File: src/source/uart_pkg.sv
// Shared types and constants for the UART peripheral
// Every RTL file refers to these by scoped name, e.g. uart_pkg::byte_t
// Holds the data widths, register map, status layout and FSM encodings
package uart_pkg;

  // Data byte on any path (bus, FIFOs, serial engines, console)
  typedef logic [7:0] byte_t;

  // Register address on the strobe bus
  typedef logic [1:0] reg_addr_t;

  // Register map
  // Write pushes the TX FIFO, read pops the RX FIFO
  localparam reg_addr_t ADDR_DATA   = 2'd0;
  localparam reg_addr_t ADDR_STATUS = 2'd1;

  // Status word as seen on a read of ADDR_STATUS, padded out to one byte
  typedef struct packed {
    logic [2:0] pad;
    logic       rx_overrun;  // sticky, cleared by reading status
    logic       tx_idle;
    logic       tx_full;
    logic       rx_full;
    logic       rx_empty;
  } uart_status_t;

  // Write port of the RX FIFO, also used for a byte coming off the line
  typedef struct packed {
    logic  valid;
    byte_t data;
  } rx_wr_t;

  // Transmit and receive FSMs share a shape but keep separate literals
  typedef enum logic [1:0] {TX_IDLE, TX_START, TX_DATA, TX_STOP} tx_state_t;
  typedef enum logic [1:0] {RX_IDLE, RX_START, RX_DATA, RX_STOP} rx_state_t;

endpackage

File: src/source/uart_baud_gen.sv
// Baud tick generator for both serial engines
// os_tick_o pulses sixteen times per bit, bit_tick_o once per bit
`timescale 1ns/1ps

module uart_baud_gen #(
  parameter int CLKS_PER_BIT = 16
) (
  input  logic sysclk_i,
  input  logic rst_n_i,
  output logic bit_tick_o,
  output logic os_tick_o
);

  // Cycles per oversample tick, at least one
  localparam int OS_DIV = CLKS_PER_BIT / 16;
  localparam int OS_W   = (OS_DIV > 1) ? $clog2(OS_DIV) : 1;

  logic [OS_W-1:0] os_cnt;
  logic [3:0]      os_phase;
  logic            os_wrap;

  assign os_wrap = (os_cnt == OS_W'(OS_DIV - 1));

  always_ff @(posedge sysclk_i or negedge rst_n_i) begin
    if (!rst_n_i) begin
      os_cnt     <= '0;
      os_phase   <= '0;
      os_tick_o  <= 1'b0;
      bit_tick_o <= 1'b0;
    end else begin
      os_tick_o  <= os_wrap;
      // Every sixteenth oversample tick closes a bit period
      bit_tick_o <= os_wrap && (os_phase == 4'd15);
      if (os_wrap) begin
        os_cnt   <= '0;
        os_phase <= os_phase + 4'd1;
      end else begin
        os_cnt <= os_cnt + 1'b1;
      end
    end
  end

endmodule

File: src/source/uart_console_tap.sv
// Console tap between the register interface and the two FIFOs
// Mirrors each TX FIFO write to the console ports in the same cycle
// Owns the RX FIFO write port; console injection wins over a line byte
`timescale 1ns/1ps

module uart_console_tap (
  input  logic             tx_push_i,
  input  uart_pkg::byte_t  tx_data_i,
  output logic             tx_push_o,
  output uart_pkg::byte_t  tx_data_o,
  output logic             con_tx_wr_o,
  output uart_pkg::byte_t  con_tx_data_o,
  input  uart_pkg::rx_wr_t line_byte_i,
  input  logic             con_rx_wr_i,
  input  uart_pkg::byte_t  con_rx_data_i,
  input  logic             rx_full_i,
  output uart_pkg::rx_wr_t rx_wr_o,
  output logic             con_rx_full_o,
  output logic             line_drop_o
);

  logic inject_ok;

  // Transmit path goes through untouched, the console sees a copy
  assign tx_push_o     = tx_push_i;
  assign tx_data_o     = tx_data_i;
  assign con_tx_wr_o   = tx_push_i;
  // Console data is zero whenever there is no strobe
  assign con_tx_data_o = tx_push_i ? tx_data_i : '0;

  // Only this block looks at fullness, so the FIFO never sees a write while full
  assign inject_ok     = con_rx_wr_i && !rx_full_i;
  assign rx_wr_o.valid = inject_ok || (line_byte_i.valid && !rx_full_i);
  assign rx_wr_o.data  = inject_ok ? con_rx_data_i : line_byte_i.data;

  // A line byte loses to injection or to a full FIFO, and is reported as overrun
  assign line_drop_o   = line_byte_i.valid && (inject_ok || rx_full_i);
  assign con_rx_full_o = rx_full_i;

endmodule

File: src/source/uart_fifo.sv
// Synchronous byte FIFO used for both the transmit and the receive path
// The head entry is always visible on rdata_o, a read just advances past it
// Callers must not write while full_o or read while empty_o
`timescale 1ns/1ps

module uart_fifo #(
  parameter int FIFO_DEPTH = 8
) (
  input  logic              sysclk_i,
  input  logic              rst_n_i,
  input  logic              wr_i,
  input  uart_pkg::byte_t   wdata_i,
  input  logic              rd_i,
  output uart_pkg::byte_t   rdata_o,
  output logic              full_o,
  output logic              empty_o
);

  // Index width; pointers carry one extra wrap bit
  localparam int AW = $clog2(FIFO_DEPTH);

  uart_pkg::byte_t mem [FIFO_DEPTH];
  logic [AW:0]     wr_ptr;
  logic [AW:0]     rd_ptr;

  // ==============================
  // Storage
  // ==============================

  // Payload storage only, pointers decide what is valid
  always_ff @(posedge sysclk_i) begin
    if (wr_i) begin
      mem[wr_ptr[AW-1:0]] <= wdata_i;
    end
  end

  assign rdata_o = mem[rd_ptr[AW-1:0]];

  // ==============================
  // Pointers and levels
  // ==============================

  always_ff @(posedge sysclk_i or negedge rst_n_i) begin
    if (!rst_n_i) begin
      wr_ptr <= '0;
      rd_ptr <= '0;
    end else begin
      if (wr_i) begin
        wr_ptr <= wr_ptr + 1'b1;
      end
      if (rd_i) begin
        rd_ptr <= rd_ptr + 1'b1;
      end
    end
  end

  // Same index with different wrap bits means the buffer has gone round once
  assign empty_o = (wr_ptr == rd_ptr);
  assign full_o  = (wr_ptr[AW] != rd_ptr[AW]) && (wr_ptr[AW-1:0] == rd_ptr[AW-1:0]);

endmodule

File: src/source/uart_periph.sv
// UART peripheral top level with a console tap
// Strobe bus in, 8N1 serial line out, console mirror and injection ports
// CLKS_PER_BIT must be a multiple of 16, FIFO_DEPTH a power of two
`timescale 1ns/1ps

module uart_periph #(
  parameter int CLKS_PER_BIT = 16,
  parameter int FIFO_DEPTH   = 8
) (
  input  logic                sysclk_i,
  input  logic                rst_n_i,
  // Bus
  input  logic                bus_wr_i,
  input  logic                bus_rd_i,
  input  uart_pkg::reg_addr_t bus_addr_i,
  input  uart_pkg::byte_t     bus_wdata_i,
  output uart_pkg::byte_t     bus_rdata_o,
  // Serial line
  output logic                txd_o,
  input  logic                rxd_i,
  // Console
  output logic                con_tx_wr_o,
  output uart_pkg::byte_t     con_tx_data_o,
  input  logic                con_rx_wr_i,
  input  uart_pkg::byte_t     con_rx_data_i,
  output logic                con_rx_full_o
);

  logic             rif_tx_push;
  uart_pkg::byte_t  rif_tx_data;
  logic             tx_push;
  uart_pkg::byte_t  tx_data;
  uart_pkg::byte_t  tx_head;
  logic             tx_full;
  logic             tx_empty;
  logic             tx_pop;
  logic             tx_idle;
  logic             rx_pop;
  uart_pkg::byte_t  rx_head;
  logic             rx_full;
  logic             rx_empty;
  uart_pkg::rx_wr_t line_byte;
  uart_pkg::rx_wr_t rx_wr;
  logic             line_drop;
  logic             bit_tick;
  logic             os_tick;

  // ==============================
  // Bus side and console tap
  // ==============================

  uart_reg_if reg_if_i (
    .sysclk_i, .rst_n_i, .bus_wr_i, .bus_rd_i, .bus_addr_i, .bus_wdata_i, .bus_rdata_o,
    .tx_push_o(rif_tx_push), .tx_data_o(rif_tx_data), .tx_full_i(tx_full),
    .tx_idle_i(tx_idle), .rx_pop_o(rx_pop), .rx_data_i(rx_head), .rx_full_i(rx_full),
    .rx_empty_i(rx_empty), .line_drop_i(line_drop)
  );

  uart_console_tap tap_i (
    .tx_push_i(rif_tx_push), .tx_data_i(rif_tx_data), .tx_push_o(tx_push),
    .tx_data_o(tx_data), .con_tx_wr_o, .con_tx_data_o, .line_byte_i(line_byte),
    .con_rx_wr_i, .con_rx_data_i, .rx_full_i(rx_full), .rx_wr_o(rx_wr),
    .con_rx_full_o, .line_drop_o(line_drop)
  );

  // ==============================
  // FIFOs
  // ==============================

  uart_fifo #(.FIFO_DEPTH(FIFO_DEPTH)) tx_fifo_i (
    .sysclk_i, .rst_n_i, .wr_i(tx_push), .wdata_i(tx_data), .rd_i(tx_pop),
    .rdata_o(tx_head), .full_o(tx_full), .empty_o(tx_empty)
  );

  uart_fifo #(.FIFO_DEPTH(FIFO_DEPTH)) rx_fifo_i (
    .sysclk_i, .rst_n_i, .wr_i(rx_wr.valid), .wdata_i(rx_wr.data), .rd_i(rx_pop),
    .rdata_o(rx_head), .full_o(rx_full), .empty_o(rx_empty)
  );

  // ==============================
  // Serial engines
  // ==============================

  uart_baud_gen #(.CLKS_PER_BIT(CLKS_PER_BIT)) baud_gen_i (
    .sysclk_i, .rst_n_i, .bit_tick_o(bit_tick), .os_tick_o(os_tick)
  );

  uart_tx tx_i (
    .sysclk_i, .rst_n_i, .bit_tick_i(bit_tick), .fifo_data_i(tx_head),
    .fifo_empty_i(tx_empty), .fifo_pop_o(tx_pop), .txd_o, .idle_o(tx_idle)
  );

  uart_rx rx_i (
    .sysclk_i, .rst_n_i, .os_tick_i(os_tick), .rxd_i, .byte_o(line_byte)
  );

endmodule

File: src/source/uart_reg_if.sv
// Register decoder on the plain strobe bus
// ADDR_DATA write pushes TX, ADDR_DATA read pops RX, ADDR_STATUS reads status
// Read data is registered and shows up one cycle after the read strobe
`timescale 1ns/1ps

module uart_reg_if (
  input  logic                sysclk_i,
  input  logic                rst_n_i,
  input  logic                bus_wr_i,
  input  logic                bus_rd_i,
  input  uart_pkg::reg_addr_t bus_addr_i,
  input  uart_pkg::byte_t     bus_wdata_i,
  output uart_pkg::byte_t     bus_rdata_o,
  output logic                tx_push_o,
  output uart_pkg::byte_t     tx_data_o,
  input  logic                tx_full_i,
  input  logic                tx_idle_i,
  output logic                rx_pop_o,
  input  uart_pkg::byte_t     rx_data_i,
  input  logic                rx_full_i,
  input  logic                rx_empty_i,
  input  logic                line_drop_i
);

  uart_pkg::uart_status_t status;
  logic                   rx_overrun;
  logic                   status_rd;

  // ==============================
  // Strobe decode
  // ==============================

  // Full TX drops the write, empty RX makes the read a no-op
  assign tx_push_o = bus_wr_i && (bus_addr_i == uart_pkg::ADDR_DATA) && !tx_full_i;
  assign tx_data_o = bus_wdata_i;
  assign rx_pop_o  = bus_rd_i && (bus_addr_i == uart_pkg::ADDR_DATA) && !rx_empty_i;
  assign status_rd = bus_rd_i && (bus_addr_i == uart_pkg::ADDR_STATUS);

  // ==============================
  // Status and read data
  // ==============================

  always_comb begin
    status            = '0;
    status.rx_overrun = rx_overrun;
    status.tx_idle    = tx_idle_i;
    status.tx_full    = tx_full_i;
    status.rx_full    = rx_full_i;
    status.rx_empty   = rx_empty_i;
  end

  always_ff @(posedge sysclk_i or negedge rst_n_i) begin
    if (!rst_n_i) begin
      rx_overrun  <= 1'b0;
      bus_rdata_o <= '0;
    end else begin
      // A drop in the same cycle as the clearing read keeps the bit set
      if (line_drop_i) begin
        rx_overrun <= 1'b1;
      end else if (status_rd) begin
        rx_overrun <= 1'b0;
      end
      bus_rdata_o <= '0;
      if (rx_pop_o) begin
        bus_rdata_o <= rx_data_i;
      end else if (status_rd) begin
        bus_rdata_o <= uart_pkg::byte_t'(status);
      end
    end
  end

endmodule

File: src/source/uart_rx.sv
// Serial receiver, 8N1 frames at sixteen times oversampling
// Confirms the start bit at mid-bit, then samples each bit at its centre
// A good frame is handed on as a one-cycle valid in the middle of the stop bit
`timescale 1ns/1ps

module uart_rx (
  input  logic             sysclk_i,
  input  logic             rst_n_i,
  input  logic             os_tick_i,
  input  logic             rxd_i,
  output uart_pkg::rx_wr_t byte_o
);

  uart_pkg::rx_state_t state;
  uart_pkg::byte_t     shift;
  logic [3:0]          os_cnt;
  logic [2:0]          bit_cnt;
  logic                rxd_meta;
  logic                rxd_sync;
  logic                frame_ok;

  // Frame is accepted when the stop bit is still high at its centre
  assign frame_ok = os_tick_i && (state == uart_pkg::RX_STOP) &&
                    (os_cnt == 4'd15) && rxd_sync;

  always_ff @(posedge sysclk_i or negedge rst_n_i) begin
    if (!rst_n_i) begin
      // Synchronizer idles at the line's resting level
      rxd_meta     <= 1'b1;
      rxd_sync     <= 1'b1;
      state        <= uart_pkg::RX_IDLE;
      os_cnt       <= '0;
      bit_cnt      <= '0;
      byte_o.valid <= 1'b0;
      byte_o.data  <= '0;
    end else begin
      rxd_meta     <= rxd_i;
      rxd_sync     <= rxd_meta;
      byte_o.valid <= frame_ok;
      if (frame_ok) begin
        byte_o.data <= shift;
      end
      if (os_tick_i) begin
        os_cnt <= os_cnt + 4'd1;
        case (state)
          uart_pkg::RX_IDLE: begin
            os_cnt <= '0;
            if (!rxd_sync) begin
              state <= uart_pkg::RX_START;
            end
          end
          uart_pkg::RX_START: begin
            if (os_cnt == 4'd7) begin
              // Still low at mid-bit, so not a glitch
              os_cnt  <= '0;
              bit_cnt <= '0;
              state   <= rxd_sync ? uart_pkg::RX_IDLE : uart_pkg::RX_DATA;
            end
          end
          uart_pkg::RX_DATA: begin
            if (os_cnt == 4'd15 && bit_cnt == 3'd7) begin
              state <= uart_pkg::RX_STOP;
            end else if (os_cnt == 4'd15) begin
              bit_cnt <= bit_cnt + 3'd1;
            end
          end
          default: begin
            if (os_cnt == 4'd15) begin
              state <= uart_pkg::RX_IDLE;
            end
          end
        endcase
      end
    end
  end

  // Data bits arrive LSB first and shift in from the top
  always_ff @(posedge sysclk_i) begin
    if (os_tick_i && state == uart_pkg::RX_DATA && os_cnt == 4'd15) begin
      shift <= {rxd_sync, shift[7:1]};
    end
  end

endmodule

File: src/source/uart_tx.sv
// Serial transmitter, 8N1 frames
// Pops the TX FIFO on a bit tick and shifts the byte out LSB first
// idle_o is high only when no frame is running and the FIFO is drained
`timescale 1ns/1ps

module uart_tx (
  input  logic              sysclk_i,
  input  logic              rst_n_i,
  input  logic              bit_tick_i,
  input  uart_pkg::byte_t   fifo_data_i,
  input  logic              fifo_empty_i,
  output logic              fifo_pop_o,
  output logic              txd_o,
  output logic              idle_o
);

  uart_pkg::tx_state_t state;
  uart_pkg::byte_t     shift;
  logic [2:0]          bit_cnt;

  // A pop starts the start bit, and the last stop tick may chain the next frame
  assign fifo_pop_o = bit_tick_i && !fifo_empty_i &&
                      (state == uart_pkg::TX_IDLE || state == uart_pkg::TX_STOP);
  assign idle_o     = (state == uart_pkg::TX_IDLE) && fifo_empty_i;

  always_ff @(posedge sysclk_i or negedge rst_n_i) begin
    if (!rst_n_i) begin
      state   <= uart_pkg::TX_IDLE;
      shift   <= '0;
      bit_cnt <= '0;
      txd_o   <= 1'b1;
    end else if (fifo_pop_o) begin
      // Line goes low for the start bit right on the tick
      state <= uart_pkg::TX_START;
      shift <= fifo_data_i;
      txd_o <= 1'b0;
    end else if (bit_tick_i) begin
      case (state)
        uart_pkg::TX_START: begin
          txd_o   <= shift[0];
          shift   <= shift >> 1;
          bit_cnt <= '0;
          state   <= uart_pkg::TX_DATA;
        end
        uart_pkg::TX_DATA: begin
          if (bit_cnt == 3'd7) begin
            // Eighth data bit done, drive the stop bit
            txd_o <= 1'b1;
            state <= uart_pkg::TX_STOP;
          end else begin
            txd_o   <= shift[0];
            shift   <= shift >> 1;
            bit_cnt <= bit_cnt + 3'd1;
          end
        end
        uart_pkg::TX_STOP: state <= uart_pkg::TX_IDLE;
        default: txd_o <= 1'b1;
      endcase
    end
  end

endmodule

File: config.mk
export PLATFORM = sky130hd
export DESIGN_NAME = uart_periph
export DESIGN_NICKNAME = d
export VERILOG_FILES = /design/src/source/uart_pkg.sv /design/src/source/uart_baud_gen.sv /design/src/source/uart_console_tap.sv /design/src/source/uart_fifo.sv /design/src/source/uart_periph.sv /design/src/source/uart_reg_if.sv /design/src/source/uart_rx.sv /design/src/source/uart_tx.sv
export SDC_FILE = /design/constraint.sdc
export NUM_CORES = 1
export LEC_CHECK = 0
export ABC_AREA = 1
export CAP_MARGIN = 10
export CORE_ASPECT_RATIO = 1.75
export CORE_MARGIN = 4
export CORE_UTILIZATION = 25
export CTS_CLUSTER_SIZE = 10
export DETAILED_ROUTE_END_ITERATION = 10
export DONT_BUFFER_PORTS = 1
export GPL_TIMING_DRIVEN = 0
export RECOVER_POWER = 100
export SYNTH_ARGS = -nofsm -noshare
export SYNTH_HDL_FRONTEND = slang
export SYNTH_SLANG_ARGS = --single-unit
File: constraint.sdc
create_clock -name sysclk_i -period 1.9 [get_ports sysclk_i]
set_input_delay 0.285 -clock sysclk_i [delete_from_list [all_inputs] [get_ports sysclk_i]]
set_output_delay 0.285 -clock sysclk_i [all_outputs]
set_load 0.02 [all_outputs]
# ---- After elaboration in Yosys (flattened, before gate mapping)
# Memory sizes are Yosys's and may differ from the RTL's.
# Cells that the tools add are included.
dict set report op_classes {
  n_addsub 9
  n_eq_ne 27
  muxes 37
  bitwise_logic 2
  n_reduce_logical 43
}
# operator n
set op_table {}
lappend op_table {{$mux 8} 6}
lappend op_table {{$add 4x1->4 const B} 6}
lappend op_table {{$logic_and 1x1->1} 20}
lappend op_table {{$mux 2} 8}
lappend op_table {{$pmux 8 s2} 1}
lappend op_table {{$mux 3} 4}
lappend op_table {{$pmux 2 s3} 2}
lappend op_table {{$pmux 3 s2} 2}
lappend op_table {{$mux 1} 10}
lappend op_table {{$reduce_and 5->1} 2}
lappend op_table {{$eq 2x2->1 const B} 4}
lappend op_table {{$eq 4x4->1} 2}
lappend op_table {{$eq 4x4->1 const B} 2}
lappend op_table {{$ne 2x2->1 const B} 4}
lappend op_table {{$pmux 4 s2} 1}
lappend op_table {{$reduce_bool 2->1} 4}
lappend op_table {{$reduce_bool 4->1} 2}
lappend op_table {{$add 3x1->3 const B} 2}
lappend op_table {{$eq 2x1->1 const B} 3}
lappend op_table {{$eq 3x3->1} 2}
lappend op_table {{$eq 3x3->1 const B} 2}
lappend op_table {{$logic_not 2->1} 3}
lappend op_table {{$ne 2x1->1 const B} 3}
lappend op_table {{$reduce_and 3->1} 2}
lappend op_table {{other kinds (14)} 21}
dict set report word_totals {
  regBits 74
  ramBits 128
  inputBits 24
  wordCells 142
  memories 2
}
# memory words width read_ports rd_ports_with_merged_regs wr line_no
set memory_table {}
lappend memory_table {rx_fifo_i.mem 8 8 1 0 1 uart_fifo.sv:22} ;# uart_pkg::byte_t mem [FIFO_DEPTH];
lappend memory_table {tx_fifo_i.mem 8 8 1 0 1 uart_fifo.sv:22}

# ---- Longest topological paths before layout
# Gate-level depths: netlist (run 1).
dict set report depth {
  depth_word 7
  depth_mapped 13
  mapped_depth_nobuf 11
}

# ---- Modules after synthesis
# Synthesis (run 1) repeated with hierarchy kept, for this count alone.
dict set report unflattened {
  hier_cells 1031
  area_unflattened_um2 9628.0
}
# mod n_inst cells_each area_per_inst_um2 seq_area_each_um2
set modules_own_cells {}
lappend modules_own_cells {{uart_fifo at rx_fifo_i} 1 330 3290.7 2122.0}
lappend modules_own_cells {{uart_fifo at tx_fifo_i} 1 330 3268.1 2122.0}
lappend modules_own_cells {uart_rx 1 126 1236.2 743.2}
lappend modules_own_cells {uart_tx 1 119 894.6 351.6}
lappend modules_own_cells {uart_reg_if 1 50 436.7 225.2}
lappend modules_own_cells {uart_console_tap 1 59 292.8 0.0}
lappend modules_own_cells {uart_baud_gen 1 17 209.0 150.1}

# ---- Least setup slack after synthesis (run 1)
# Ideal clock, no wire load.
dict set report synth_timing {
  path_kind {flip-flop to flip-flop}
  startpoint {register tx_fifo_i.wr_ptr[0]}
  endpoint {memory tx_fifo_i.mem[1][0] in the netlist's numbering (enable)}
  arrival_ns 1.727
  path_slack_ns -0.211
  path_stages_with_launch 10
  n_path_buf 2
  period_less_slack_ns 2.111
  cell_sequence {dfrtp_1 > buf_4 > inv_2 > nand2_1 > nand2_1 > nor2_2 > nand2_1 > nand2_4 > buf_2 > nor3_1}
}
dict set report synth_via {
  elab_chain_cells 6
}
# element line_no
set synth_rtl {}
lappend synth_rtl {{start, declared} uart_fifo.sv:23} ;# logic [AW:0] wr_ptr;
lappend synth_rtl {{start signal, assigned} uart_fifo.sv:49} ;# wr_ptr <= wr_ptr + 1'b1;
lappend synth_rtl {{$eq 3x3->1} uart_fifo.sv:59} ;# assign full_o = (wr_ptr[AW] != rd_ptr[AW]) && (wr_ptr[AW-1:0] == rd_ptr[AW-1:0]);
lappend synth_rtl {{$logic_and 1x1->1} uart_fifo.sv:59}
lappend synth_rtl {{$logic_not 1->1} uart_reg_if.sv:34} ;# assign tx_push_o = bus_wr_i && (bus_addr_i == uart_pkg::ADDR_DATA) && !tx_full_i;
lappend synth_rtl {{$logic_and 1x1->1} uart_reg_if.sv:34}
lappend synth_rtl {{$mux 1} uart_fifo.sv:32} ;# if (wr_i) begin
lappend synth_rtl {{$mux 1 (implied by the code)} uart_fifo.sv:33} ;# mem[wr_ptr[AW-1:0]] <= wdata_i;
lappend synth_rtl {{end, declared} uart_fifo.sv:22}
# Parallel ways exist; a longest one is shown, timed or not.

# ---- Worst setup path after layout (run 1)
dict set report layout_timing {
  startpoint {register tx_fifo_i.wr_ptr[1]}
  endpoint {output con_tx_data_o[5]}
}
dict set report layout_via {
  elab_chain_cells 5
}
# element line_no
set layout_rtl {}
lappend layout_rtl {{$eq 3x3->1} uart_fifo.sv:59}
lappend layout_rtl {{$logic_and 1x1->1} uart_fifo.sv:59}
lappend layout_rtl {{$logic_not 1->1} uart_reg_if.sv:34}
lappend layout_rtl {{$logic_and 1x1->1} uart_reg_if.sv:34}
lappend layout_rtl {{$mux 8} uart_console_tap.sv:29} ;# assign con_tx_data_o = tx_push_i ? tx_data_i : '0;
lappend layout_rtl {{end, declared} uart_periph.sv:23} ;# output uart_pkg::byte_t con_tx_data_o,
# Every way passes these cells.

==> flow_metrics.env, run 1 <==
export IMPL_tritoncts="built"
export IMPL_number_of_antenna_repair_diodes=0
export IMPL_post_route_period_util_pct=107.2
export IMPL_synth_top_family_by_area="simple AND/OR/NAND/NOR gates"
export IMPL_rows=91
export IMPL_chipHeight_um=258.2
export IMPL_peak_supply_drop_v=0.0007203
export IMPL_classification_of_the_worst_setup_path="reg2out"
export IMPL_dp_cells=1373
export IMPL_cts_max_level=1
export IMPL_dr_first_iter_drc_count=236
export IMPL_drive_gt1_share_pct=20.12
export IMPL_routedLengthMet1_um=7712
export IMPL_routed_wire_length_per_instance_um=14.64
export IMPL_place_gp_congestion=0.8142
export IMPL_clk_path_buf_depth=3
export IMPL_multiInputGateArea_um2=3044
export IMPL_via_count=6378
export IMPL_syn_area_per_cell_um2=9.914
export IMPL_met2RoutedLength_um=12210
export IMPL_grt_start_max_net_pins=66
export IMPL_cp_data_required_time_ns=1.62
export IMPL_p_leak_uw=0.004922
export IMPL_clock_latency_of_the_later_clocked_register_in_the_worst_skew_pair_ns=0.50
export IMPL_drt_pre_antenna_iters=4
export IMPL_min_path_cells=3
export IMPL_max_cap_viol_count=0
export IMPL_highest_layer="met4"
export IMPL_design_final_nets=1035
export IMPL_finalSetupTns_ns=-2.890
export IMPL_start_util_pct=25.33
export IMPL_syn_area_um2=8942
export IMPL_post_route_worst_setup_slack_ns=-0.1369
export IMPL_grt_pass1_vias=6322
export IMPL_regArea_um2=5724
export IMPL_dpl_hpwl_um=14680
export IMPL_tritoncts_num_buffers=24
export IMPL_mostFrequentLayoutCell="sky130_fd_sc_hd__nand2_1"
export IMPL_violations_in_the_final_reports="negative setup slack"
export IMPL_clk_pin_slew_worst_paths_ns=0.05
export IMPL_core_area_um2=35300
export IMPL_multiplexer_fraction_of_the_synthesized_cell_area_pct=0.3358
export IMPL_status="finished with violations"
export IMPL_antenna_found_initial=0
export IMPL_worst_slew_margin_relative_to_its_limit_pct=0.3323
export IMPL_floorplan_die_area_um2=38980
export IMPL_synth_compound_gate_area_share_pct=4.995
export IMPL_hold_path_class="in2reg"
export IMPL_n_fill_cell=3575
export IMPL_totalPowerFinal_uw=15540
export IMPL_design_portCount=43
export IMPL_worst_reg_to_reg_path_cell_count=11
export IMPL_synth_warning_count=0
export IMPL_worstPathArrival_ns=1.75
export IMPL_fin_worst_skew_ns=0.01142
export IMPL_setup_viol=26
export IMPL_die_width_um=151.0
export IMPL_postSynthNetCount=941
export IMPL_endpoint_class_of_the_critical_path="primary output"
export IMPL_placement_cell_area_um2=9589
export IMPL_instance_count_of_the_mapped_netlist=902
export IMPL_register_bit_total_from_synthesis=201
export IMPL_highest_count_cells_in_the_layout_ignoring_fill_and_taps="sky130_fd_sc_hd__nand2_1 (269), sky130_fd_sc_hd__edfxtp_1 (136), sky130_fd_sc_hd__inv_1 (93)"
export IMPL_crit_path_start_kind="flop"
export IMPL_power_density_nw_per_um2=1365
export IMPL_clock_sinks=201
export IMPL_timing_final_hold_violations=0
export IMPL_cts_root_buf="sky130_fd_sc_hd__clkbuf_16"
export IMPL_worst_slew_pin_tran_ns=1.495
export IMPL_cp_slowest_stage_delay_ns=0.43
export IMPL_worst_hold_slack_ns=0.07879
export IMPL_timing_final_max_slew_violations=0
export IMPL_worstPathMaxFanout=6
export IMPL_finalWirelength_um=21660
export IMPL_final_instance_count_excl_fill=1479
export IMPL_met3_wirelength_um=962
export IMPL_grt_pass1_wl_um=33670
export IMPL_post_synth_fa_ha_maj_area_fraction_pct=2.099
export IMPL_synth_xor_area_share_pct=1.959
export IMPL_syn2layout_area_growth_pct=27.30
export IMPL_unrepaired_setup_endpoints_after_global_routing="yes"
export IMPL_finish_instance_area_um2=11380
export IMPL_synth_lib_cells_used_distinct=34
export IMPL_cp_slowest_cell="sky130_fd_sc_hd__dfrtp_2"
export IMPL_synth_simple_gate_area_share_pct=20.23
export IMPL_period_minus_slack_ns=2.037
export IMPL_drt_vias_per_instance=4.312
export IMPL_post_route_drc_count=0
export IMPL_fmaxAchievable_ghz=0.4909
export IMPL_port_buffer_count=0
export IMPL_crit_chain="inv_2 -> nand2_2 -> nand2_2 -> nor2_4 -> nand2_4 -> nand2_8 -> buf_12 -> nor2_4"
export IMPL_grt_usage_pct=10.98
export IMPL_antenna_left=0
export IMPL_grt_remaining_overflow=0
export IMPL_synth_yosys_seq_area_share_pct=63.90
-- cell usage after synthesis --
cell type / count / area, um2
sky130_fd_sc_hd__xnor2_1: 7 / 61.31
sky130_fd_sc_hd__nor2_2: 2 / 12.51
sky130_fd_sc_hd__xor2_1: 13 / 113.9
sky130_fd_sc_hd__dfstp_2: 3 / 78.83
sky130_fd_sc_hd__inv_2: 7 / 26.28
sky130_fd_sc_hd__o21ai_1: 6 / 30.03
sky130_fd_sc_hd__nand2_2: 11 / 68.82
sky130_fd_sc_hd__a22oi_1: 6 / 45.04
sky130_fd_sc_hd__o21ai_0: 48 / 240.2
sky130_fd_sc_hd__buf_1: 1 / 3.750
sky130_fd_sc_hd__or2_2: 3 / 18.77
sky130_fd_sc_hd__a21boi_2: 1 / 11.26
sky130_fd_sc_hd__ha_1: 15 / 187.7
sky130_fd_sc_hd__nand2_4: 2 / 22.52
sky130_fd_sc_hd__clkinv_1: 2 / 7.510
sky130_fd_sc_hd__buf_2: 21 / 105.1
sky130_fd_sc_hd__nand3_2: 1 / 10.01
sky130_fd_sc_hd__o211ai_1: 2 / 15.01
sky130_fd_sc_hd__inv_1: 98 / 367.9
sky130_fd_sc_hd__buf_6: 2 / 22.52
sky130_fd_sc_hd__dfrtp_1: 62 / 1551
sky130_fd_sc_hd__nor3_1: 17 / 85.08
sky130_fd_sc_hd__nand3_1: 54 / 270.3
sky130_fd_sc_hd__clkbuf_2: 1 / 5.000
sky130_fd_sc_hd__nor2_1: 60 / 225.2
sky130_fd_sc_hd__clkbuf_1: 4 / 15.01
sky130_fd_sc_hd__a21oi_1: 16 / 80.08
sky130_fd_sc_hd__mux2i_1: 3 / 30.03
sky130_fd_sc_hd__edfxtp_1: 136 / 4084
sky130_fd_sc_hd__o22ai_1: 4 / 25.02
sky130_fd_sc_hd__conb_1: 1 / 3.750
sky130_fd_sc_hd__nand2_1: 287 / 1077
sky130_fd_sc_hd__buf_4: 3 / 22.52
sky130_fd_sc_hd__nand4_1: 3 / 18.77
-- flip-flops by register name, indices dropped and copies added, names as in the netlist, 2 cells and up --
signal / cells
tx_i.state: 2
rx_fifo_i.wr_ptr: 4
rx_fifo_i.mem: 64
rx_i.shift: 8
rx_i.os_cnt: 4
tx_fifo_i.rd_ptr: 4
rx_i.state: 2
reg_if_i.bus_rdata_o: 8
rx_i.bit_cnt: 3
tx_i.bit_cnt: 3
tx_fifo_i.mem: 64
rx_fifo_i.rd_ptr: 4
tx_fifo_i.wr_ptr: 4
baud_gen_i.os_phase: 4
rx_i.byte_o: 9
tx_i.shift: 8
-- critical path, delay by kind of cell, from the launching register on --
family / cells / cell delay [ns]
DFF: 1 / 0.43
buffers and inverters: 2 / 0.30
and+or+nand+nor: 6 / 0.52
-- cells by family (layout without fill, tap and decap cells) --
| family | Yosys count | count (layout) |
|---|---|---|
| flops | 201 | 201 |
| buf+inv | 139 | 250 |
| compound gates | 83 | 83 |
| fa+ha+maj | 15 | 15 |
| mux | 3 | 3 |
| other cells | 1 | 1 |
| simple gates | 440 | 441 |
| xor+xnor | 20 | 20 |
-- routing by layer --
metal / GRT usage (%) / vias to the layer above
met5: 0 / -
met1: 11.20 / 3078
met2: 21.47 / 136
met3: 1.791 / 48
li1: - / 3116
met4: 4.488 / 0
-- worst paths after layout --
check	start	end	slack (ns)
min in group asynchronous	rst_n_i	reg_if_i.bus_rdata_o[0]$_DFF_PN0_	0.70
worst min-delay path	bus_addr_i[1]	reg_if_i.bus_rdata_o[4]$_DFF_PN0_	0.08
max in group asynchronous	rst_n_i	rx_fifo_i.wr_ptr[2]$_DFFE_PN0P_	0.18
worst max-delay path	tx_fifo_i.wr_ptr[1]$_DFFE_PN0P_	con_tx_data_o[5]	-0.14
worst min register to register	rx_i.rxd_meta$_DFF_PN1_	rx_i.rxd_sync$_DFF_PN1_	0.36
worst max register to register	tx_fifo_i.wr_ptr[1]$_DFFE_PN0P_	tx_fifo_i.mem[3][7]$_DFFE_PP_	-0.12
-- timing repair --
action	in CTS	in global routing
endpoints found under the hold margin	130	0
resized for setup	91	46
endpoints found under the setup margin	211	194
setup buffers	32	23
pin swaps	15	17
gates cloned	2	0
hold buffers	11	0
-- area by class of cell --
cell class	instances	area share, %
plain buffers	27	1.517
multi-input cells	563	26.74
well taps	465	5.111
clock buffers	43	6.177
inverters	107	3.803
repair buffers	72	6.320
flip-flops and latches	201	50.29
clock inverters	1	0.04397
-- per-stage QoR --
stage | worst slack, ns | util [%]
after global routing | -0.2294 | 32.25
final | -0.1369 | 32.25
after global placement | -1.042 | 27.04
after CTS | -0.1956 | 31.52
after floorplan | -0.2106 | -
after detailed placement | -0.5877 | 27.17
-- where the power goes --
part	switching [uW]	total, uW	leakage, uW	internal [uW]
clock	1640	4120	0.000339	2480
sequential	510	5900	0.00207	5390
combinational	3430	5520	0.00251	2090
Note: power is estimated with default switching activity, not from simulation.
==> run 2: changes to the inputs <==
clock period = 1.6 ns   (was 1.9 ns; I/O delays follow)
==> run 2 against run 1 <==
Effect of this change:
- the flow finishes with violations (negative hold slack, negative setup slack)
- power rose by 29%
- sequential cell count did not move
- non-clock buffer count rose by 19
- core utilization rose by 2.2 points
- count of clock-buffer cells in the layout fell by 1
- via count rose by 0.64%
- register-to-register slack got worse by 0.28 ns
- sequential share of layout area fell by 3.3 points
- combinational power rose by 49%
- global-route usage rose by 0.45 points
- highest routed layer unchanged
- clock skew fell by 0.00087 ns
==> flow_metrics.env, run 2 (same netlist as run 1, synthesis figures left out) <==
export IMPL_worst_reg_to_reg_path_cell_count=9
export IMPL_antenna_left=0
export IMPL_endpoint_class_of_the_critical_path="primary output"
export IMPL_drive_gt1_share_pct=25.68
export IMPL_crit_path_start_kind="flop"
export IMPL_timing_final_max_slew_violations=0
export IMPL_grt_pass1_wl_um=35110
export IMPL_clk_pin_slew_worst_paths_ns=0.06
export IMPL_worst_hold_slack_ns=-0.5665
export IMPL_tritoncts="built"
export IMPL_grt_pass1_vias=6738
export IMPL_fin_worst_skew_ns=0.01055
export IMPL_clock_sinks=201
export IMPL_final_instance_count_excl_fill=1497
export IMPL_finalSetupTns_ns=-52.32
export IMPL_rr_endpoint="rx_fifo_i.mem[3][3]$_DFFE_PP_"
export IMPL_drt_vias_per_instance=4.288
export IMPL_finalWirelength_um=22860
export IMPL_number_of_antenna_repair_diodes=0
export IMPL_rows=91
export IMPL_top_usage_layer="met2"
export IMPL_cp_data_required_time_ns=1.36
export IMPL_setup_viol=233
export IMPL_classification_of_the_worst_setup_path="reg2out"
export IMPL_preCtsSetupSlack_ns=-0.6439
export IMPL_fin_util_pct=34.49
export IMPL_grt_usage_pct=11.43
export IMPL_grt_remaining_overflow=0
export IMPL_chipHeight_um=258.2
export IMPL_period_minus_slack_ns=2.016
export IMPL_worstSetupEndpoint="con_tx_data_o[3]"
export IMPL_die_width_um=151.0
export IMPL_timing_final_hold_violations=65
export IMPL_worstPathMaxFanout=5
export IMPL_fmaxAchievable_ghz=0.4960
export IMPL_launching_element_of_the_worst_setup_path="tx_fifo_i.wr_ptr[0]$_DFFE_PN0P_"
export IMPL_crit_chain="buf_6 -> inv_8 -> nand2_2 -> nand2_4 -> nor2_4 -> nand2_4 -> nand2_8 -> buf_12 -> nor2_4"
export IMPL_floorplan_die_area_um2=38980
export IMPL_r2r_slack_ns=-0.40
export IMPL_cp_slowest_stage_delay_ns=0.40
export IMPL_place_gp_congestion=0.8197
export IMPL_mostFrequentLayoutCell="sky130_fd_sc_hd__nand2_1"
export IMPL_global_route_usage_met3_pct=1.650
export IMPL_global_route_usage_met2_pct=22.69
export IMPL_drt_pre_antenna_iters=5
export IMPL_status="finished with violations"
export IMPL_dr_first_iter_drc_count=259
export IMPL_tritoncts_num_buffers=24
export IMPL_dpl_hpwl_um=14740
export IMPL_port_buffer_count=0
export IMPL_worst_slew_margin_relative_to_its_limit_pct=27.28
export IMPL_post_route_drc_count=0
export IMPL_grt_util_met1_pct=11.27
export IMPL_design_final_nets=1053
export IMPL_clock_latency_of_the_later_clocked_register_in_the_worst_skew_pair_ns=0.51
export IMPL_timing_rr_start="rx_fifo_i.wr_ptr[0]$_DFFE_PN0P_"
export IMPL_cts_max_level=1
export IMPL_p_leak_uw=0.005198
export IMPL_via_count=6419
export IMPL_antenna_found_initial=0
export IMPL_core_area_um2=35300
export IMPL_clk_path_buf_depth=3
export IMPL_hold_path_class="in2async"
export IMPL_grt_start_max_net_pins=66
export IMPL_power_density_nw_per_um2=1644
export IMPL_post_route_period_util_pct=126.0
export IMPL_cts_root_buf="sky130_fd_sc_hd__clkbuf_16"
export IMPL_design_portCount=43
export IMPL_dp_cells=1367
export IMPL_post_route_worst_setup_slack_ns=-0.4163
export IMPL_worst_slew_pin_tran_ns=1.091
export IMPL_syn2layout_area_growth_pct=36.15
export IMPL_max_cap_viol_count=0
export IMPL_violations_in_the_final_reports="negative hold slack, negative setup slack"
export IMPL_cts_hold_buf=10
export IMPL_highest_count_cells_in_the_layout_ignoring_fill_and_taps="sky130_fd_sc_hd__nand2_1 (262), sky130_fd_sc_hd__edfxtp_1 (136), sky130_fd_sc_hd__inv_1 (93)"
export IMPL_routed_wire_length_per_instance_um=15.27
export IMPL_unrepaired_setup_endpoints_after_global_routing="yes"
export IMPL_worstPathArrival_ns=1.78
export IMPL_start_util_pct=25.33
export IMPL_peak_supply_drop_v=0.0009542
export IMPL_cp_slowest_cell="sky130_fd_sc_hd__dfrtp_1"
[run 2: critical path, delay by kind of cell, from the launching register on]
family,cells,cell delay [ns]
and+or+nand+nor,6,0.48
DFF,1,0.40
buffers and inverters,3,0.39
[run 2: layout make-up]
type	count	area, um2
fillers	3470	23120
flip-flops and latches	201	5718
multi-input cells	562	3410
repair buffers	87	1037
clock buffers	42	678.2
well taps	465	581.8
inverters	107	442.9
plain buffers	31	284.0
clock inverters	2	23.77
[run 2: worst min-delay path by stage]
stage               cells past startpoint                         endpoint    start
floorplan                               0  baud_gen_i.bit_tick_o$_DFF_PN0_  rst_n_i
global placement                        0        tx_i.shift[3]$_DFFE_PN0P_  rst_n_i
detailed placement                      0        tx_i.shift[3]$_DFFE_PN0P_  rst_n_i
CTS                                     0        tx_i.shift[3]$_DFFE_PN0P_  rst_n_i
global route                            0        tx_i.shift[3]$_DFFE_PN0P_  rst_n_i
finish                                  0        tx_i.shift[3]$_DFFE_PN0P_  rst_n_i
[run 2: repair_timing]
action / 4_1_cts / 5_1_grt
setup buffers: 57 / 18
pin swaps: 35 / 36
gates cloned: 4 / 3
hold endpoints to repair: 131 / 65
gates resized for setup: 172 / 80
setup endpoints to repair: 235 / 256
[run 2: metal layers]
| layer | up-vias | wire length, um |
|---|---|---|
| met1 | 3067 | 8117 |
| met4 | 0 | 1010 |
| met2 | 135 | 12960 |
| met5 | - | 0 |
| met3 | 57 | 773 |
| li1 | 3160 | - |
[run 2: power breakdown]
part	switching, uW	leakage [uW]	internal [uW]
clock	2020	0.000330	2860
sequential	526	0.00208	6390
combinational	4810	0.00279	3410
[run 2: through the flow]
step	total power (uW)	area [um2]
detailed placement	12390	9674
floorplan	10870	9092
CTS	19170	11760
finish	20010	12180
global route	21150	12180
global placement	12280	9674
